$ cat config.mk
export PLATFORM = sky130hd
export DESIGN_NAME = cpu6502Top
export DESIGN_NICKNAME = d
export VERILOG_FILES = /design/src/logic/cpuPkg.sv /design/src/logic/cpuCtrlIf.sv /design/src/logic/alu.sv /design/src/logic/datapath.sv /design/src/logic/sequencer.sv /design/src/logic/interruptControl.sv /design/src/logic/cpu6502Top.sv
export SDC_FILE = /design/constraint.sdc
export NUM_CORES = 1
export LEC_CHECK = 0
export BUFFER_PORTS_ARGS = -buffer_cell sky130_fd_sc_hd__buf_4
export CORE_MARGIN = 10
export CORE_UTILIZATION = 40
export CTS_BUF_LIST = sky130_fd_sc_hd__clkbuf_4 sky130_fd_sc_hd__clkbuf_8
export CTS_CLUSTER_DIAMETER = 40
export DETAILED_ROUTE_END_ITERATION = 16
export PLACE_DENSITY_LB_ADDON = 0.1
export RECOVER_POWER = 100
export SETUP_SLACK_MARGIN = 0.2
export SLEW_MARGIN = 20
export SYNTH_ARGS = -nofsm -noshare
export SYNTH_HDL_FRONTEND = slang
export SYNTH_SLANG_ARGS = --single-unit
$ cat constraint.sdc
create_clock -name phi0 -period 6 [get_ports phi0]
set_clock_uncertainty 0.05 [all_clocks]
set_input_delay 1.2 -clock phi0 [delete_from_list [all_inputs] [get_ports phi0]]
set_output_delay 1.2 -clock phi0 [all_outputs]
set_load 0.01 [all_outputs]
$ cat src/logic/cpuPkg.sv
// shared types and constants for the reduced 6502 core
// widths, opcodes, vectors, flag positions and control encodings
package cpuPkg;

  typedef logic [7:0]  byteT;
  typedef logic [15:0] addrT;

  typedef enum logic [2:0] {
    aluAdd, aluSub, aluAnd, aluOr, aluEor, aluPassB, aluInc
  } aluOpT;

  typedef enum logic [1:0] {addrPc, addrOp, addrStack, addrVec} addrSelT;

  typedef enum logic [2:0] {dataPch, dataPcl, dataP, dataA, dataX} dataSelT;

  typedef enum logic [3:0] {
    vectorLo, vectorHi, fetch, operandLo, operandHi, branch, writeOp,
    pushPch, pushPcl, pushP, intVecLo, intVecHi
  } seqStateT;

  // status register bit positions
  localparam int FLAG_C = 0;
  localparam int FLAG_Z = 1;
  localparam int FLAG_I = 2;
  localparam int FLAG_D = 3;
  localparam int FLAG_N = 7;

  localparam addrT NMI_VEC    = 16'hFFFA;
  localparam addrT RESET_VEC  = 16'hFFFC;
  localparam addrT IRQ_VEC    = 16'hFFFE;
  localparam byteT STACK_PAGE = 8'h01;
  localparam byteT SP_RESET   = 8'hFD;

  localparam byteT OP_LDA_IMM = 8'hA9;
  localparam byteT OP_LDX_IMM = 8'hA2;
  localparam byteT OP_ADC_IMM = 8'h69;
  localparam byteT OP_SBC_IMM = 8'hE9;
  localparam byteT OP_AND_IMM = 8'h29;
  localparam byteT OP_ORA_IMM = 8'h09;
  localparam byteT OP_EOR_IMM = 8'h49;
  localparam byteT OP_STA_ABS = 8'h8D;
  localparam byteT OP_STX_ABS = 8'h8E;
  localparam byteT OP_JMP_ABS = 8'h4C;
  localparam byteT OP_BEQ     = 8'hF0;
  localparam byteT OP_BNE     = 8'hD0;
  localparam byteT OP_INX     = 8'hE8;
  localparam byteT OP_TAX     = 8'hAA;
  localparam byteT OP_SEC     = 8'h38;
  localparam byteT OP_CLC     = 8'h18;
  localparam byteT OP_SED     = 8'hF8;
  localparam byteT OP_CLD     = 8'hD8;
  localparam byteT OP_CLI     = 8'h58;
  localparam byteT OP_NOP     = 8'hEA;

endpackage

$ cat src/logic/cpuCtrlIf.sv
// control fields from the sequencer to the datapath, Z and I flags back
`timescale 1ns/1ps
interface cpuCtrlIf import cpuPkg::*; ();

  aluOpT   aluOp;
  logic    loadA, loadX, loadOpLo, loadOpHi;
  logic    loadPcFromOp, loadPcFromVec, loadPcBranch;
  logic    incPc, decSp;
  addrSelT addrSel;
  dataSelT dataSel;
  logic    setC, clrC, setD, clrD, setI, clrI, updNZ, updC;
  // ALU b operand from A instead of the bus (register transfer)
  logic    bFromA;
  addrT    vecAddr;
  logic    flagZ, flagI;

  modport sequencer (
    output aluOp, loadA, loadX, loadOpLo, loadOpHi, loadPcFromOp, loadPcFromVec,
           loadPcBranch, incPc, decSp, addrSel, dataSel, setC, clrC, setD, clrD,
           setI, clrI, updNZ, updC, bFromA, vecAddr,
    input  flagZ, flagI
  );

  modport datapath (
    input  aluOp, loadA, loadX, loadOpLo, loadOpHi, loadPcFromOp, loadPcFromVec,
           loadPcBranch, incPc, decSp, addrSel, dataSel, setC, clrC, setD, clrD,
           setI, clrI, updNZ, updC, bFromA, vecAddr,
    output flagZ, flagI
  );

endinterface

$ cat src/logic/alu.sv
// ALU with binary and BCD add/subtract and the logic operations
`timescale 1ns/1ps
module alu import cpuPkg::*; (
  input  byteT  a,
  input  byteT  b,
  input  aluOpT op,
  input  logic  carryIn,
  input  logic  decimal,
  output byteT  result,
  output logic  carryOut
);

  // one digit per nibble, bit 4 is the carry or borrow
  logic [4:0] lo, hi;
  logic       loBorrow, hiBorrow;

  always_comb begin
    lo = '0;
    hi = '0;
    loBorrow = 1'b0;
    hiBorrow = 1'b0;
    result = b;
    carryOut = carryIn;
    unique case (op)
      aluAdd: begin
        lo = {1'b0, a[3:0]} + {1'b0, b[3:0]} + {4'b0, carryIn};
        if (decimal && lo > 5'd9) lo = lo + 5'd6;
        hi = {1'b0, a[7:4]} + {1'b0, b[7:4]} + {4'b0, lo[4]};
        if (decimal && hi > 5'd9) hi = hi + 5'd6;
        result = {hi[3:0], lo[3:0]};
        carryOut = hi[4];
      end
      aluSub: begin
        // carry set means no borrow in
        lo = {1'b0, a[3:0]} - {1'b0, b[3:0]} - {4'b0, ~carryIn};
        loBorrow = lo[4];
        if (decimal && loBorrow) lo = lo - 5'd6;
        hi = {1'b0, a[7:4]} - {1'b0, b[7:4]} - {4'b0, loBorrow};
        hiBorrow = hi[4];
        if (decimal && hiBorrow) hi = hi - 5'd6;
        result = {hi[3:0], lo[3:0]};
        carryOut = ~hiBorrow;
      end
      aluAnd: result = a & b;
      aluOr:  result = a | b;
      aluEor: result = a ^ b;
      aluInc: result = a + 8'd1;
      default: result = b;
    endcase
  end

endmodule

$ cat src/logic/datapath.sv
// register file, program counter and status flags of the core
// also selects the bus address and the write data
`timescale 1ns/1ps
module datapath import cpuPkg::*; (
  input  logic phi0,
  input  logic rst,
  cpuCtrlIf.datapath ctrl,
  input  byteT busRdData,
  output addrT busAdr,
  output byteT busWrData
);

  byteT regA, regX, regS, regP;
  byteT opLo, opHi;
  addrT pc, pcInc, pcBranch;
  byteT aluA, aluB, aluResult;
  logic aluCarry;

  // INX works on X, everything else on A
  assign aluA = (ctrl.aluOp == aluInc) ? regX : regA;
  assign aluB = ctrl.bFromA ? regA : busRdData;

  alu aluInst (
    .a        (aluA),
    .b        (aluB),
    .op       (ctrl.aluOp),
    .carryIn  (regP[FLAG_C]),
    .decimal  (regP[FLAG_D]),
    .result   (aluResult),
    .carryOut (aluCarry)
  );

  assign pcInc = pc + 16'd1;
  // signed offset relative to the byte after the operand
  assign pcBranch = pc + {{8{opLo[7]}}, opLo};

  always_ff @(posedge phi0) begin
    if (ctrl.loadA) regA <= aluResult;
    if (ctrl.loadX) regX <= aluResult;
    if (ctrl.loadOpLo) opLo <= busRdData;
    if (ctrl.loadOpHi) opHi <= busRdData;
    if (ctrl.loadPcFromOp || ctrl.loadPcFromVec) begin
      pc <= {busRdData, opLo};
    end else if (ctrl.loadPcBranch) begin
      pc <= pcBranch;
    end else if (ctrl.incPc) begin
      pc <= pcInc;
    end
  end

  always_ff @(posedge phi0) begin
    if (rst) begin
      regS <= SP_RESET;
      regP <= '0;
      regP[FLAG_I] <= 1'b1;
    end else begin
      if (ctrl.decSp) regS <= regS - 8'd1;
      if (ctrl.updNZ) begin
        regP[FLAG_N] <= aluResult[7];
        regP[FLAG_Z] <= (aluResult == 8'h00);
      end
      if (ctrl.updC) regP[FLAG_C] <= aluCarry;
      else if (ctrl.setC) regP[FLAG_C] <= 1'b1;
      else if (ctrl.clrC) regP[FLAG_C] <= 1'b0;
      if (ctrl.setD) regP[FLAG_D] <= 1'b1;
      else if (ctrl.clrD) regP[FLAG_D] <= 1'b0;
      if (ctrl.setI) regP[FLAG_I] <= 1'b1;
      else if (ctrl.clrI) regP[FLAG_I] <= 1'b0;
    end
  end

  assign ctrl.flagZ = regP[FLAG_Z];
  assign ctrl.flagI = regP[FLAG_I];

  always_comb begin
    unique case (ctrl.addrSel)
      addrPc:    busAdr = pc;
      addrOp:    busAdr = {opHi, opLo};
      addrStack: busAdr = {STACK_PAGE, regS};
      default:   busAdr = ctrl.vecAddr;
    endcase
  end

  always_comb begin
    unique case (ctrl.dataSel)
      dataPch: busWrData = pc[15:8];
      dataPcl: busWrData = pc[7:0];
      // pushed status has bit 5 set and B clear
      dataP:   busWrData = regP | 8'h20;
      dataX:   busWrData = regX;
      default: busWrData = regA;
    endcase
  end

endmodule

$ cat src/logic/sequencer.sv
// instruction register, timing FSM and control decode
// runs one Wishbone classic access per state
`timescale 1ns/1ps
module sequencer import cpuPkg::*; (
  input  logic phi0,
  input  logic rst,
  cpuCtrlIf.sequencer ctrl,
  input  byteT busRdData,
  input  logic busAck,
  output logic busWe,
  output logic busCyc,
  output logic busStb,
  output logic sync,
  input  logic nmiPending,
  input  logic irqPending,
  output logic intTaken,
  output logic intIsNmi
);

  seqStateT state, nextState;
  byteT     ir, opcode;
  logic     strobe, fire, weState, takeInt, servingNmi;
  addrT     vecBase;

  assign fire = strobe & busAck;
  // implied ops finish on the fetch itself, so decode the bus byte there
  assign opcode = (state == fetch) ? busRdData : ir;

  always_ff @(posedge phi0) begin
    if (rst) begin
      state <= vectorLo;
      strobe <= 1'b0;
      servingNmi <= 1'b0;
    end else if (!strobe) begin
      strobe <= 1'b1;
    end else if (busAck) begin
      strobe <= 1'b0;
      state <= nextState;
      if (takeInt) servingNmi <= nmiPending;
    end
  end

  always_ff @(posedge phi0) begin
    if (fire && state == fetch) ir <= busRdData;
  end

  // bus side, stable for the whole strobe
  always_comb begin
    ctrl.addrSel = addrPc;
    ctrl.dataSel = dataA;
    weState = 1'b0;
    unique case (state)
      vectorLo, vectorHi, intVecLo, intVecHi: ctrl.addrSel = addrVec;
      writeOp: begin
        ctrl.addrSel = addrOp;
        ctrl.dataSel = (opcode == OP_STX_ABS) ? dataX : dataA;
        weState = 1'b1;
      end
      pushPch, pushPcl, pushP: begin
        ctrl.addrSel = addrStack;
        ctrl.dataSel = (state == pushPch) ? dataPch : (state == pushPcl) ? dataPcl : dataP;
        weState = 1'b1;
      end
      default: ctrl.addrSel = addrPc;
    endcase
  end

  always_comb begin
    if (state == vectorLo || state == vectorHi) vecBase = RESET_VEC;
    else vecBase = servingNmi ? NMI_VEC : IRQ_VEC;
  end
  assign ctrl.vecAddr = vecBase | addrT'(state == vectorHi || state == intVecHi);

  // strobes act only on the acknowledging edge
  always_comb begin
    ctrl.aluOp = aluPassB;
    ctrl.bFromA = 1'b0;
    ctrl.loadA = 1'b0;
    ctrl.loadX = 1'b0;
    ctrl.loadOpLo = 1'b0;
    ctrl.loadOpHi = 1'b0;
    ctrl.loadPcFromOp = 1'b0;
    ctrl.loadPcFromVec = 1'b0;
    ctrl.loadPcBranch = 1'b0;
    ctrl.incPc = 1'b0;
    ctrl.decSp = 1'b0;
    ctrl.setC = 1'b0;
    ctrl.clrC = 1'b0;
    ctrl.setD = 1'b0;
    ctrl.clrD = 1'b0;
    ctrl.setI = 1'b0;
    ctrl.clrI = 1'b0;
    ctrl.updNZ = 1'b0;
    ctrl.updC = 1'b0;
    nextState = state;
    takeInt = 1'b0;
    if (fire) begin
      nextState = fetch;
      unique case (state)
        vectorLo, intVecLo: begin
          ctrl.loadOpLo = 1'b1;
          nextState = (state == vectorLo) ? vectorHi : intVecHi;
        end
        vectorHi, intVecHi: ctrl.loadPcFromVec = 1'b1;
        fetch: begin
          ctrl.incPc = 1'b1;
          case (opcode)
            OP_INX: begin
              ctrl.aluOp = aluInc;
              ctrl.loadX = 1'b1;
              ctrl.updNZ = 1'b1;
            end
            OP_TAX: begin
              ctrl.bFromA = 1'b1;
              ctrl.loadX = 1'b1;
              ctrl.updNZ = 1'b1;
            end
            OP_SEC: ctrl.setC = 1'b1;
            OP_CLC: ctrl.clrC = 1'b1;
            OP_SED: ctrl.setD = 1'b1;
            OP_CLD: ctrl.clrD = 1'b1;
            OP_CLI: ctrl.clrI = 1'b1;
            OP_LDA_IMM, OP_LDX_IMM, OP_ADC_IMM, OP_SBC_IMM, OP_AND_IMM, OP_ORA_IMM,
            OP_EOR_IMM, OP_STA_ABS, OP_STX_ABS, OP_JMP_ABS, OP_BEQ, OP_BNE:
              nextState = operandLo;
            // NOP and unknown opcodes
            default: nextState = fetch;
          endcase
        end
        operandLo: begin
          ctrl.incPc = 1'b1;
          ctrl.updNZ = 1'b1;
          ctrl.loadA = 1'b1;
          case (opcode)
            OP_ADC_IMM: begin
              ctrl.aluOp = aluAdd;
              ctrl.updC = 1'b1;
            end
            OP_SBC_IMM: begin
              ctrl.aluOp = aluSub;
              ctrl.updC = 1'b1;
            end
            OP_AND_IMM: ctrl.aluOp = aluAnd;
            OP_ORA_IMM: ctrl.aluOp = aluOr;
            OP_EOR_IMM: ctrl.aluOp = aluEor;
            OP_LDA_IMM: ctrl.aluOp = aluPassB;
            OP_LDX_IMM: begin
              ctrl.loadA = 1'b0;
              ctrl.loadX = 1'b1;
            end
            default: begin
              // operand byte of a branch or an absolute address
              ctrl.loadA = 1'b0;
              ctrl.updNZ = 1'b0;
              ctrl.loadOpLo = 1'b1;
              if (opcode == OP_BEQ) nextState = ctrl.flagZ ? branch : fetch;
              else if (opcode == OP_BNE) nextState = ctrl.flagZ ? fetch : branch;
              else nextState = operandHi;
            end
          endcase
        end
        operandHi: begin
          if (opcode == OP_JMP_ABS) begin
            ctrl.loadPcFromOp = 1'b1;
          end else begin
            ctrl.incPc = 1'b1;
            ctrl.loadOpHi = 1'b1;
            nextState = writeOp;
          end
        end
        branch: ctrl.loadPcBranch = 1'b1;
        pushPch: begin
          ctrl.decSp = 1'b1;
          nextState = pushPcl;
        end
        pushPcl: begin
          ctrl.decSp = 1'b1;
          nextState = pushP;
        end
        pushP: begin
          ctrl.decSp = 1'b1;
          ctrl.setI = 1'b1;
          nextState = intVecLo;
        end
        default: nextState = fetch;
      endcase
      // fetch boundary, NMI wins over IRQ
      if (nextState == fetch && (nmiPending || irqPending)) begin
        nextState = pushPch;
        takeInt = 1'b1;
      end
    end
  end

  assign intTaken = takeInt;
  assign intIsNmi = nmiPending;
  assign busCyc = strobe;
  assign busStb = strobe;
  assign busWe = strobe & weState;
  assign sync = strobe & (state == fetch);

endmodule

$ cat src/logic/interruptControl.sv
// NMI edge latch and masked IRQ level for the sequencer
`timescale 1ns/1ps
module interruptControl (
  input  logic phi0,
  input  logic rst,
  input  logic nmi,
  input  logic irq,
  input  logic flagI,
  input  logic intTaken,
  input  logic intIsNmi,
  output logic nmiPending,
  output logic irqPending
);

  logic [1:0] nmiSync, irqSync;
  logic       nmiPrev, nmiLatch;

  always_ff @(posedge phi0) begin
    if (rst) begin
      nmiSync <= '0;
      irqSync <= '0;
      nmiPrev <= 1'b0;
      nmiLatch <= 1'b0;
    end else begin
      nmiSync <= {nmiSync[0], nmi};
      irqSync <= {irqSync[0], irq};
      nmiPrev <= nmiSync[1];
      // a new edge wins over the acknowledge
      if (nmiSync[1] && !nmiPrev) nmiLatch <= 1'b1;
      else if (intTaken && intIsNmi) nmiLatch <= 1'b0;
    end
  end

  assign nmiPending = nmiLatch;
  assign irqPending = irqSync[1] & ~flagI;

endmodule

$ cat src/logic/cpu6502Top.sv
// reduced 6502 core with a Wishbone classic master port
`timescale 1ns/1ps
module cpu6502Top import cpuPkg::*; (
  input  logic phi0,
  input  logic rst,
  output addrT busAdr,
  output byteT busWrData,
  input  byteT busRdData,
  output logic busWe,
  output logic busCyc,
  output logic busStb,
  input  logic busAck,
  output logic sync,
  input  logic nmi,
  input  logic irq
);

  logic nmiPending, irqPending, intTaken, intIsNmi;

  cpuCtrlIf ctrlBus ();

  sequencer sequencerInst (
    .phi0       (phi0),
    .rst        (rst),
    .ctrl       (ctrlBus.sequencer),
    .busRdData  (busRdData),
    .busAck     (busAck),
    .busWe      (busWe),
    .busCyc     (busCyc),
    .busStb     (busStb),
    .sync       (sync),
    .nmiPending (nmiPending),
    .irqPending (irqPending),
    .intTaken   (intTaken),
    .intIsNmi   (intIsNmi)
  );

  datapath datapathInst (
    .phi0      (phi0),
    .rst       (rst),
    .ctrl      (ctrlBus.datapath),
    .busRdData (busRdData),
    .busAdr    (busAdr),
    .busWrData (busWrData)
  );

  interruptControl interruptControlInst (
    .phi0       (phi0),
    .rst        (rst),
    .nmi        (nmi),
    .irq        (irq),
    .flagI      (ctrlBus.flagI),
    .intTaken   (intTaken),
    .intIsNmi   (intIsNmi),
    .nmiPending (nmiPending),
    .irqPending (irqPending)
  );

endmodule

==> impl_metrics.json, run 1 <==
{
  "period_minus_slack_ps": 5710,
  "drc": 0,
  "cts_tree": "done",
  "finalPower_mw": 1.29,
  "rows": 49,
  "yosys_most_used_dff": "edfxtp_1",
  "yosysTopAreaCell": "edfxtp_1",
  "timing.rr.end": "datapathInst.regP[7]",
  "max_cap_viol_count": 1,
  "synthTopCellsByArea": "edfxtp_1 (23%), ha_1 (7.6%), dfxtp_1 (6.9%)",
  "worstPathArrival_ps": 5880,
  "gr-total-overflow": 0,
  "required_ps": 6170,
  "final-hold-violation-count": 0,
  "hold_end": "interruptControlInst.irqSync[1]",
  "hold_depth": 1,
  "cellLeakagePower_nw": 3.17,
  "insertedDiodeCount": 0,
  "peakVddDrop_mv": 0.114,
  "synth-seq-cells": 81,
  "synth_cells": 849,
  "cts_made_buffers": 9,
  "vias": 6848,
  "cts_root_buf": "clkbuf_8",
  "drv_slew": 9,
  "gp_congestion": 0.949,
  "fin_nets": 996,
  "power_density_nw_per_um2": 155,
  "reg2reg_from": "sequencerInst.busCyc",
  "startpoint_type": "input port",
  "timing.final.crit_share": 0.951,
  "reg2reg_depth": 22,
  "cts-hold-fix-buffers": 0,
  "dieHeight_um": 154,
  "worstHoldStart": "interruptControlInst.irqSync[0]",
  "end_kind": "flop",
  "placed_cell_area_um2": 8180,
  "grt_pass1_vias": 6755,
  "synthDistinctLibCells": 86,
  "async_flop_share": 0,
  "dieArea_um2": 23900,
  "final_area_um2": 8290,
  "finalSetupTns_ps": 0,
  "clkTransAtPathRegs_ps": 100,
  "syn_avg_cell_area_um2": 8.52,
  "worstMarginPinSlew_ps": 2000,
  "fmax_mhz": 175,
  "violations": "max-capacitance violations, max-slew violations",
  "finalSetupViolCount": 0,
  "path_class": "in2reg",
  "ios": 41,
  "whs_ps": 393,
  "drt_first_pass_iters": 7,
  "drive_gt1_frac": 0.139,
  "rsz0062_at_grt": "yes",
  "die_x_um": 154,
  "drtIter0Drc": 640,
  "netlist_area_um2": 7230,
  "hold_class": "reg2reg",
  "vias_per_cell": 5.88,
  "syn_nets": 914,
  "yosys_warnings": 0,
  "dp_hpwl_mm": 20.0,
  "synth-seq-area-share": 0.302,
  "initial_core_util": 0.404,
  "wl_mm": 25.4,
  "outcome": "finished with violations",
  "synth_edf_count": 56,
  "port_buffers": 40,
  "clock_path_buffers": 2,
  "cts_sinks": 81,
  "yosys.area.top_type_share": 0.233,
  "pre_cts_ws_ps": -250,
  "rrSetupSlack_ps": 430,
  "htree_levels": 3,
  "setup_slack_ps": 295,
  "relSlewSlack": -0.349,
  "crit_fanout": 6,
  "grtUsageTotal": 0.207,
  "fp.coreArea_um2": 17900,
  "worstSkewPairLatency_ps": 390,
  "grt_pass1_wl_mm": 38.9,
  "wl_per_cell_um": 21.8,
  "drt.antenna.violating_nets": 0,
  "grt_max_degree": 31,
  "antenna_found_initial": 0,
  "area_growth_pct": 14.6
}
## routing by layer
metal / track usage / vias up / part of all wire
met5: 0 / - / 0
met4: 0.0778 / 0 / 0.030
met3: 0.0269 / 47 / 0.056
met2: 0.358 / 242 / 0.49
met1: 0.256 / 3301 / 0.43
li1: - / 3258 / -
## area by class of cell
| type | count | area [µm²] |
|---|---|---|
| Clock buffer | 9 | 124 |
| Timing Repair Buffer | 112 | 634 |
| Multi-Input combinational cell | 681 | 4780 |
| Tap cell | 229 | 287 |
| Fill cell | 1810 | 9620 |
| Inverter | 46 | 173 |
| Sequential cell | 81 | 2180 |
| Clock inverter | 7 | 106 |
## placed cells by master, fill, tap and decap left out, types with 8 or more instances in the layout
cell / synthesis / final
clkbuf_1: 20 / 55
nor3_1: 22 / 24
dfxtp_1: 25 / 25
or3_1: 9 / 9
a211oi_1: 11 / 9
inv_1: 45 / 45
a31oi_1: 10 / 10
xnor2_1: 17 / 16
nor2b_1: 18 / 18
nand3_1: 15 / 15
clkbuf_8: 0 / 9
xor2_1: 24 / 21
a21o_1: 8 / 8
o211ai_1: 19 / 19
and2_1: 12 / 11
nand2b_1: 24 / 24
nor2_1: 70 / 70
mux2i_1: 25 / 24
o21ai_0: 45 / 45
a21oi_1: 46 / 40
buf_4: 2 / 57
edfxtp_1: 56 / 56
nand4_1: 7 / 8
nand2_1: 120 / 120
ha_1: 44 / 42
a221oi_1: 10 / 11
## where the power goes
group	switching [mW]	internal [mW]
sequential	0.00656	0.604
combinational	0.120	0.0766
clock	0.236	0.243
total	0.362	0.924
## synth_stat cells (5+ instances only)
cell,instances
nor3b_1,7
xnor2_1,17
buf_6,5
fa_1,8
inv_1,45
clkbuf_1,20
or3_1,9
nand3_1,15
ha_1,44
or2_2,5
mux2i_1,25
nor2b_1,18
a221oi_1,10
xor2_1,24
nor2_1,70
o211ai_1,19
buf_2,11
a31oi_1,10
nor3_1,22
o21ai_0,45
nand2b_1,24
a21o_1,8
a21oi_1,46
mux2_2,5
nand2_1,120
dfxtp_1,25
and2_1,12
o21a_1,5
a211oi_1,11
nand4_1,7
edfxtp_1,56
nor4_1,5
## how the worst max path moves through the flow
stage          slack, ps              endpoint    startpoint  cells after the start
2_1_floorplan        210  datapathInst.regP[1]  busRdData[1]                     24
3_3_place_gp        -120  datapathInst.regP[1]  busRdData[6]                     23
3_5_place_dp        -250  datapathInst.regP[1]  busRdData[6]                     23
4_1_cts              220  datapathInst.regP[1]  busRdData[2]                     21
5_1_grt               70  datapathInst.regP[1]  busRdData[6]                     24
6_report             290  datapathInst.regP[7]  busRdData[6]                     22
## critical path: stages
cell and delay (ps):
clkbuf_1 200, and4bb_2 310, nand4_4 130, mux2i_4 230
buf_4 170, fa_1 460, fa_2 360, nand2b_1 90
a21oi_2 70, xor2_2 200, fa_1 370, inv_1 90
fa_1 460, ha_1 210, inv_1 90, a31oi_1 100
a41oi_2 180, xor2_1 270, o22ai_1 140, or2_2 330
mux2i_1 150, nor2_1 50
## state kept, by name, indices dropped and copies added (netlist names)
| signal | flops |
|---|---|
| sequencerInst.ir | 8 |
| datapathInst.pc | 16 |
| interruptControlInst.nmiPending | 1 |
| sequencerInst.servingNmi | 1 |
| datapathInst.regX | 8 |
| datapathInst.opHi | 8 |
| sequencerInst.state | 4 |
| interruptControlInst.nmiSync | 2 |
| datapathInst.opLo | 8 |
| interruptControlInst.irqSync | 2 |
| datapathInst.regA | 8 |
| sequencerInst.busCyc | 1 |
| interruptControlInst.nmiPrev | 1 |
| datapathInst.regS | 8 |
| datapathInst.regP | 5 |
## cells by family (layout without fill, tap and decap cells)
kind of cell    count (synthesis)  count (layout)  share of synthesized area
compound gates                208             208                      0.201
simple gates                  347             347                      0.248
buf+inv                        87             174                     0.0533
fa+ha+maj                      53              53                     0.0997
xor+xnor                       41              41                     0.0497
mux                            32              32                     0.0460
flops                          81              81                      0.302
## repair_timing
item / in CTS / in global routing
setup buffers: 0 / 4
pin swaps: 2 / 7
setup endpoints to repair: 1 / 9
resized for setup: 1 / 20
## per-stage QoR
step / util / cells
after floorplan: - / 849
after global placement: 0.457 / 1145
after detailed placement: 0.457 / 1145
after CTS: 0.470 / 1161
after global routing: 0.463 / 1165
final: 0.463 / 1165
No activity file was read; power rests on OpenSTA's default activity.
==> run 2, diff against run 1 <==
==> constraint.sdc (replaced) <==
create_clock -name phi0 -period 6 [get_ports phi0]
set_clock_uncertainty 0.05 [all_clocks]
set_input_delay 0.6 -clock phi0 [delete_from_list [all_inputs] [get_ports phi0]]
set_output_delay 0.6 -clock phi0 [all_outputs]
set_load 0.01 [all_outputs]
==> run 2 against run 1 <==
Net effect:
- the run still ends with max-capacitance violations, max-slew violations left
- sequential cell count unchanged
- non-clock buffer count decreased by 47
- die area unchanged
- clock power increased by 6.7%
- setup slack improved by 220 ps
- total power increased by 0.29%
- critical endpoint is now datapathInst.regP[1]
- highest routed layer unchanged
==> impl_metrics.json, run 2 (same netlist as run 1, synthesis figures left out) <==
{
  "area_growth_pct": 8.65,
  "drt.antenna.violating_nets": 0,
  "path_class": "in2reg",
  "drt_first_pass_iters": 5,
  "cts_root_buf": "clkbuf_8",
  "rows": 49,
  "worst-path-stages": 24,
  "relSlewSlack": -0.567,
  "final_common_cell": "nand2_1",
  "dieArea_um2": 23900,
  "finalSetupViolCount": 0,
  "clock_path_buffers": 2,
  "max_cap_viol_count": 1,
  "cellLeakagePower_nw": 2.97,
  "cts-hold-fix-buffers": 0,
  "power_density_nw_per_um2": 164,
  "whs_ps": 394,
  "outcome": "finished with violations",
  "vias_per_cell": 5.97,
  "antenna_found_initial": 0,
  "slowest_delay_ps": 450,
  "drc": 0,
  "finalSetupTns_ps": 0,
  "hold_depth": 1,
  "fmax_mhz": 182,
  "post_cts_buffers": 0,
  "final-hold-violation-count": 0,
  "initial_core_util": 0.404,
  "violations": "max-capacitance violations, max-slew violations",
  "vias": 6678,
  "port_buffers": 40,
  "placed_cells": 1102,
  "required_ps": 6210,
  "clkTransAtPathRegs_ps": 80,
  "placed_cell_area_um2": 7800,
  "insertedDiodeCount": 0,
  "dieHeight_um": 154,
  "cts_tree": "done",
  "wl_per_cell_um": 21.9,
  "peakVddDrop_mv": 0.119,
  "hold_class": "reg2reg",
  "top_register": "datapathInst.pc",
  "grtUsageTotal": 0.197,
  "cts_sinks": 81,
  "cp_top_family": "compound AO/OA/AOI/OAI gates",
  "startpoint_type": "input port",
  "fill_cells": 1814,
  "drive_gt1_frac": 0.0855,
  "end_kind": "flop",
  "cp.buffers_inverters": 2,
  "die_x_um": 154,
  "dp_hpwl_mm": 18.9,
  "fin_nets": 949,
  "cts_made_buffers": 9,
  "ios": 41,
  "gp_congestion": 0.919,
  "worstMarginPinSlew_ps": 2350,
  "fin_cells": 1118,
  "reg2reg_depth": 23,
  "gr-total-overflow": 0,
  "worstPathArrival_ps": 5690,
  "cp_common_cell": "a211oi_1",
  "drv_slew": 17,
  "fp.coreArea_um2": 17900,
  "worstSkewPairLatency_ps": 360,
  "htree_levels": 3,
  "grt_pass1_vias": 6505,
  "drtIter0Drc": 512,
  "final_cell_mix": "nand2_1 (120), nor2_1 (70), edfxtp_1 (56)",
  "timing.final.crit_share": 0.914,
  "crit_fanout": 7,
  "wl_mm": 24.5,
  "rsz0062_at_grt": "no",
  "cp_cell_sequence": "clkbuf_1 -> and4bb_2 -> nand4_2 -> mux2i_1 -> xnor2_1 -> ha_1 -> a41oi_1 -> a221oi_2 -> mux2i_1 -> and4_1 -> nor2_1 -> xnor2_1 -> fa_1 -> inv_1 -> fa_1 -> nor2b_1 -> o21a_1 -> o21a_1 -> a211oi_1 -> a211oi_1 -> o311ai_1 -> a211oi_1 -> and4bb_1 -> a21o_1",
  "grt_pass1_wl_mm": 37.8,
  "grt_max_degree": 31,
  "largest_register_ffs": 16,
  "final_area_um2": 7860,
  "cpMaxStageDelayCell": "a221oi_2",
  "period_minus_slack_ps": 5490
}
## run 2: changes by cell type in the layout (fill, tap and decap cells not counted), sizes merged
cell,before,now
buf,57,25
bufinv,2,3
clkbuf,64,53
inv,50,45
## run 2: what timing repair did
action,CTS,global route
setup endpoints to repair,0,3
hold endpoints to repair,0,0
gates resized for setup,0,3
## run 2: where the power goes
group	internal, mW	switching (mW)	leakage (nW)
clock network	0.303	0.208	0.128
registers	0.604	0.00762	0.710
logic	0.0607	0.107	2.13
total	0.967	0.323	2.97
## run 2: layout make-up
cell class	count	area (µm²)	area share
Tap cell	229	287	0.0365
Timing Repair Buffer	65	338	0.0430
Multi-Input combinational cell	681	4630	0.589
Clock inverter	3	90.1	0.0115
Inverter	46	173	0.0220
Clock buffer	13	160	0.0204
Sequential cell	81	2180	0.278
## run 2: stage by stage
| stage | total power, mW | worst slack [ps] | utilization |
|---|---|---|---|
| finish | 1.29 | 514 | 0.439 |
| global route | 1.34 | 108 | 0.439 |
| CTS | 1.30 | 502 | 0.450 |
| detailed placement | 0.796 | 214 | 0.436 |
| global placement | 0.792 | 351 | 0.436 |
| floorplan | 0.737 | 576 | - |
## run 2: worst paths after layout
path                                         from                         endpoint  slack, ps
setup / recovery                     busRdData[3]             datapathInst.regP[1]        510
hold / removal    interruptControlInst.nmiSync[0]  interruptControlInst.nmiSync[1]        390
setup reg to reg             sequencerInst.busCyc             datapathInst.regP[1]        560
hold reg to reg   interruptControlInst.nmiSync[0]  interruptControlInst.nmiSync[1]        390
## run 2: per-layer routing
layer,GRT usage,share of wire,wire (µm),up-vias
li1,-,-,-,3150
met1,0.250,0.43,10500,3239
met2,0.331,0.49,12000,242
met3,0.0208,0.049,1190,47
met4,0.0841,0.031,767,0
met5,0,0,0,-
==> run 3, diff against run 2 <==
--- a/config.mk
+++ b/config.mk
@@ -7,12 +7,13 @@
 export LEC_CHECK = 0
 export BUFFER_PORTS_ARGS = -buffer_cell sky130_fd_sc_hd__buf_4
 export CORE_MARGIN = 10
-export CORE_UTILIZATION = 40
+export CORE_UTILIZATION = 58
 export CTS_BUF_LIST = sky130_fd_sc_hd__clkbuf_4 sky130_fd_sc_hd__clkbuf_8
 export CTS_CLUSTER_DIAMETER = 40
 export DETAILED_ROUTE_END_ITERATION = 16
 export PLACE_DENSITY_LB_ADDON = 0.1
 export RECOVER_POWER = 100
+export REMOVE_ABC_BUFFERS = 1
 export SETUP_SLACK_MARGIN = 0.2
 export SLEW_MARGIN = 20
 export SYNTH_ARGS = -nofsm -noshare
==> run 3 against run 2 <==
Net effect:
- clock power shrank 17%
- fmax decreased by 2.6%
- sequential power hardly changed
- critical endpoint unchanged
- register-to-register slack got worse by 190 ps
- the run still ends with max-capacitance violations, max-slew violations left
- critical path depth down 14
- sequential cell count is the same
- worst hold slack better by 11 ps
- highest routed layer unchanged
- clock-buffer cell count shrank 1
==> impl_metrics.json, run 3 (same netlist as run 1, synthesis figures left out) <==
{
  "hold_class": "reg2reg",
  "rows": 40,
  "met3_usage": 0.0286,
  "drive_gt1_frac": 0.0937,
  "grt_max_degree": 31,
  "cellLeakagePower_nw": 2.98,
  "cp_top_family": "simple AND/OR/NAND/NOR gates",
  "top_register": "datapathInst.pc",
  "cp_common_cell": "nor2_1",
  "cpMaxStageDelayCell": "nor3_1",
  "fp.coreArea_um2": 12100,
  "rrSetupSlack_ps": 370,
  "worstMarginPinSlew_ps": 2050,
  "gp_congestion": 0.976,
  "p_sw_mw": 0.316,
  "grt_util_met1": 0.294,
  "grt_pass1_vias": 6447,
  "cts_tree": "done",
  "antenna_found_initial": 0,
  "worstHoldStart": "interruptControlInst.irqSync[0]",
  "fin_nets": 946,
  "final_cell_mix": "nand2_1 (120), nor2_1 (70), edfxtp_1 (56)",
  "area_growth_pct": 7.91,
  "final_common_cell": "nand2_1",
  "vias_per_cell": 6.43,
  "drv_slew": 14,
  "comb_power_share": 0.141,
  "largest_register_ffs": 16,
  "cp_cell_sequence": "clkbuf_1 -> nand2b_1 -> nor3_1 -> o21ai_2 -> nor2_1 -> a222oi_1 -> a32o_1 -> o31ai_1 -> nor2_1 -> a21o_1",
  "dieHeight_um": 132,
  "placed_cell_area_um2": 7690,
  "ios": 41,
  "power_density_nw_per_um2": 154,
  "dieArea_um2": 17300,
  "grt_busiest_layer": "met2",
  "rsz0062_at_grt": "no",
  "fill_cells": 1069,
  "clkTransAtPathRegs_ps": 80,
  "switching_share": 0.263,
  "die_x_um": 132,
  "grt_pass1_wl_mm": 34.6,
  "dp_hpwl_mm": 16.8,
  "max_cap_viol_count": 1,
  "wl_mm": 22.3,
  "htree_levels": 3,
  "clockPowerShare": 0.351,
  "worstSkewPairLatency_ps": 360,
  "grtUsageTotal": 0.243,
  "internal_power_mw": 0.888,
  "cp.buffers_inverters": 1,
  "gr-total-overflow": 0,
  "cts_sinks": 81,
  "violations": "max-capacitance violations, max-slew violations",
  "vias": 6774,
  "initial_core_util": 0.597,
  "peakVddDrop_mv": 0.0902,
  "drt_first_pass_iters": 5,
  "startpoint_type": "flop",
  "drc": 0,
  "relSlewSlack": -0.378,
  "final_area_um2": 7800,
  "finalSetupTns_ps": 0,
  "end_kind": "flop",
  "hold_end": "interruptControlInst.irqSync[1]",
  "path_class": "reg2reg",
  "reg2reg_from": "sequencerInst.state[0]",
  "hold_depth": 1,
  "insertedDiodeCount": 0,
  "clock_path_buffers": 2,
  "period_minus_slack_ps": 5630,
  "crit_fanout": 24,
  "drt.antenna.violating_nets": 0,
  "reg2reg_depth": 10,
  "outcome": "finished with violations",
  "finalSetupViolCount": 0,
  "required_ps": 6210,
  "slowest_delay_ps": 1630,
  "worstPathArrival_ps": 5840,
  "final-hold-violation-count": 0,
  "use_met2": 0.416,
  "port_buffers": 40,
  "cts_made_buffers": 9,
  "cts_root_buf": "clkbuf_8",
  "fmax_mhz": 178,
  "fin_cells": 1054,
  "placed_cells": 1036,
  "wl_per_cell_um": 21.1,
  "p_seq_frac": 0.508,
  "drtIter0Drc": 655,
  "timing.final.crit_share": 0.939,
  "timing.rr.end": "datapathInst.regP[1]"
}
-- run 3: worst register-to-register path: stages, from the launching register on --
cell      delay [ps]
dfxtp_1          390
clkbuf_1        1020
nand2b_1         360
nor3_1          1630
o21ai_2          640
nor2_1           500
a222oi_1         160
a32o_1           310
o31ai_1          130
nor2_1           140
a21o_1           200
-- run 3: how the worst max path moves through the flow --
stage,start,to,cells past startpoint,slack [ps]
finish,sequencerInst.state[0],datapathInst.regP[1],10,370
global route,sequencerInst.state[3],datapathInst.regP[7],24,140
CTS,sequencerInst.state[3],datapathInst.regP[1],23,210
detailed placement,busRdData[0],datapathInst.regP[1],23,60
global placement,busRdData[0],datapathInst.regP[1],23,300
floorplan,sequencerInst.state[0],datapathInst.regP[1],22,-290
-- run 3: repair_timing --
| action | CTS | global route |
|---|---|---|
| hold buffers | 0 | 0 |
| gates resized for setup | 0 | 10 |
| setup endpoints to repair | 0 | 7 |
| buffers inserted | 0 | 1 |
-- run 3: power groups by stage --
stage	clock network (mW)	registers (mW)	logic (mW)
floorplan	0	0.625	0.103
global placement	0	0.624	0.161
detailed placement	0	0.624	0.167
CTS	0.427	0.611	0.167
global route	0.449	0.612	0.184
finish	0.423	0.611	0.170
-- run 3: per-layer routing --
layer	vias to the layer above	routed length (µm)	share of wire
li1	3146	-	-
met1	3218	8820	0.40
met5	-	0	0
met4	0	974	0.044
met3	73	1550	0.069
met2	337	10900	0.49
-- run 3: layout make-up --
class	instances	area [µm²]	share of cell area
multi-input cells	681	4680	0.600
well taps	168	210	0.0269
inverters	46	173	0.0221
clock buffers	12	159	0.0204
repair buffers	62	345	0.0443
flip-flops and latches	81	2180	0.280
clock inverters	4	50.0	0.00641
-- run 3: through the flow --
step	total power [mW]	worst slack (ps)	util	hold slack (ps)
final	1.20	368	0.644	405
after detailed placement	0.791	59.1	0.635	391
after global routing	1.25	140	0.644	415
after global placement	0.785	305	0.635	367
after floorplan	0.728	-292	-	364
after CTS	1.21	206	0.652	405
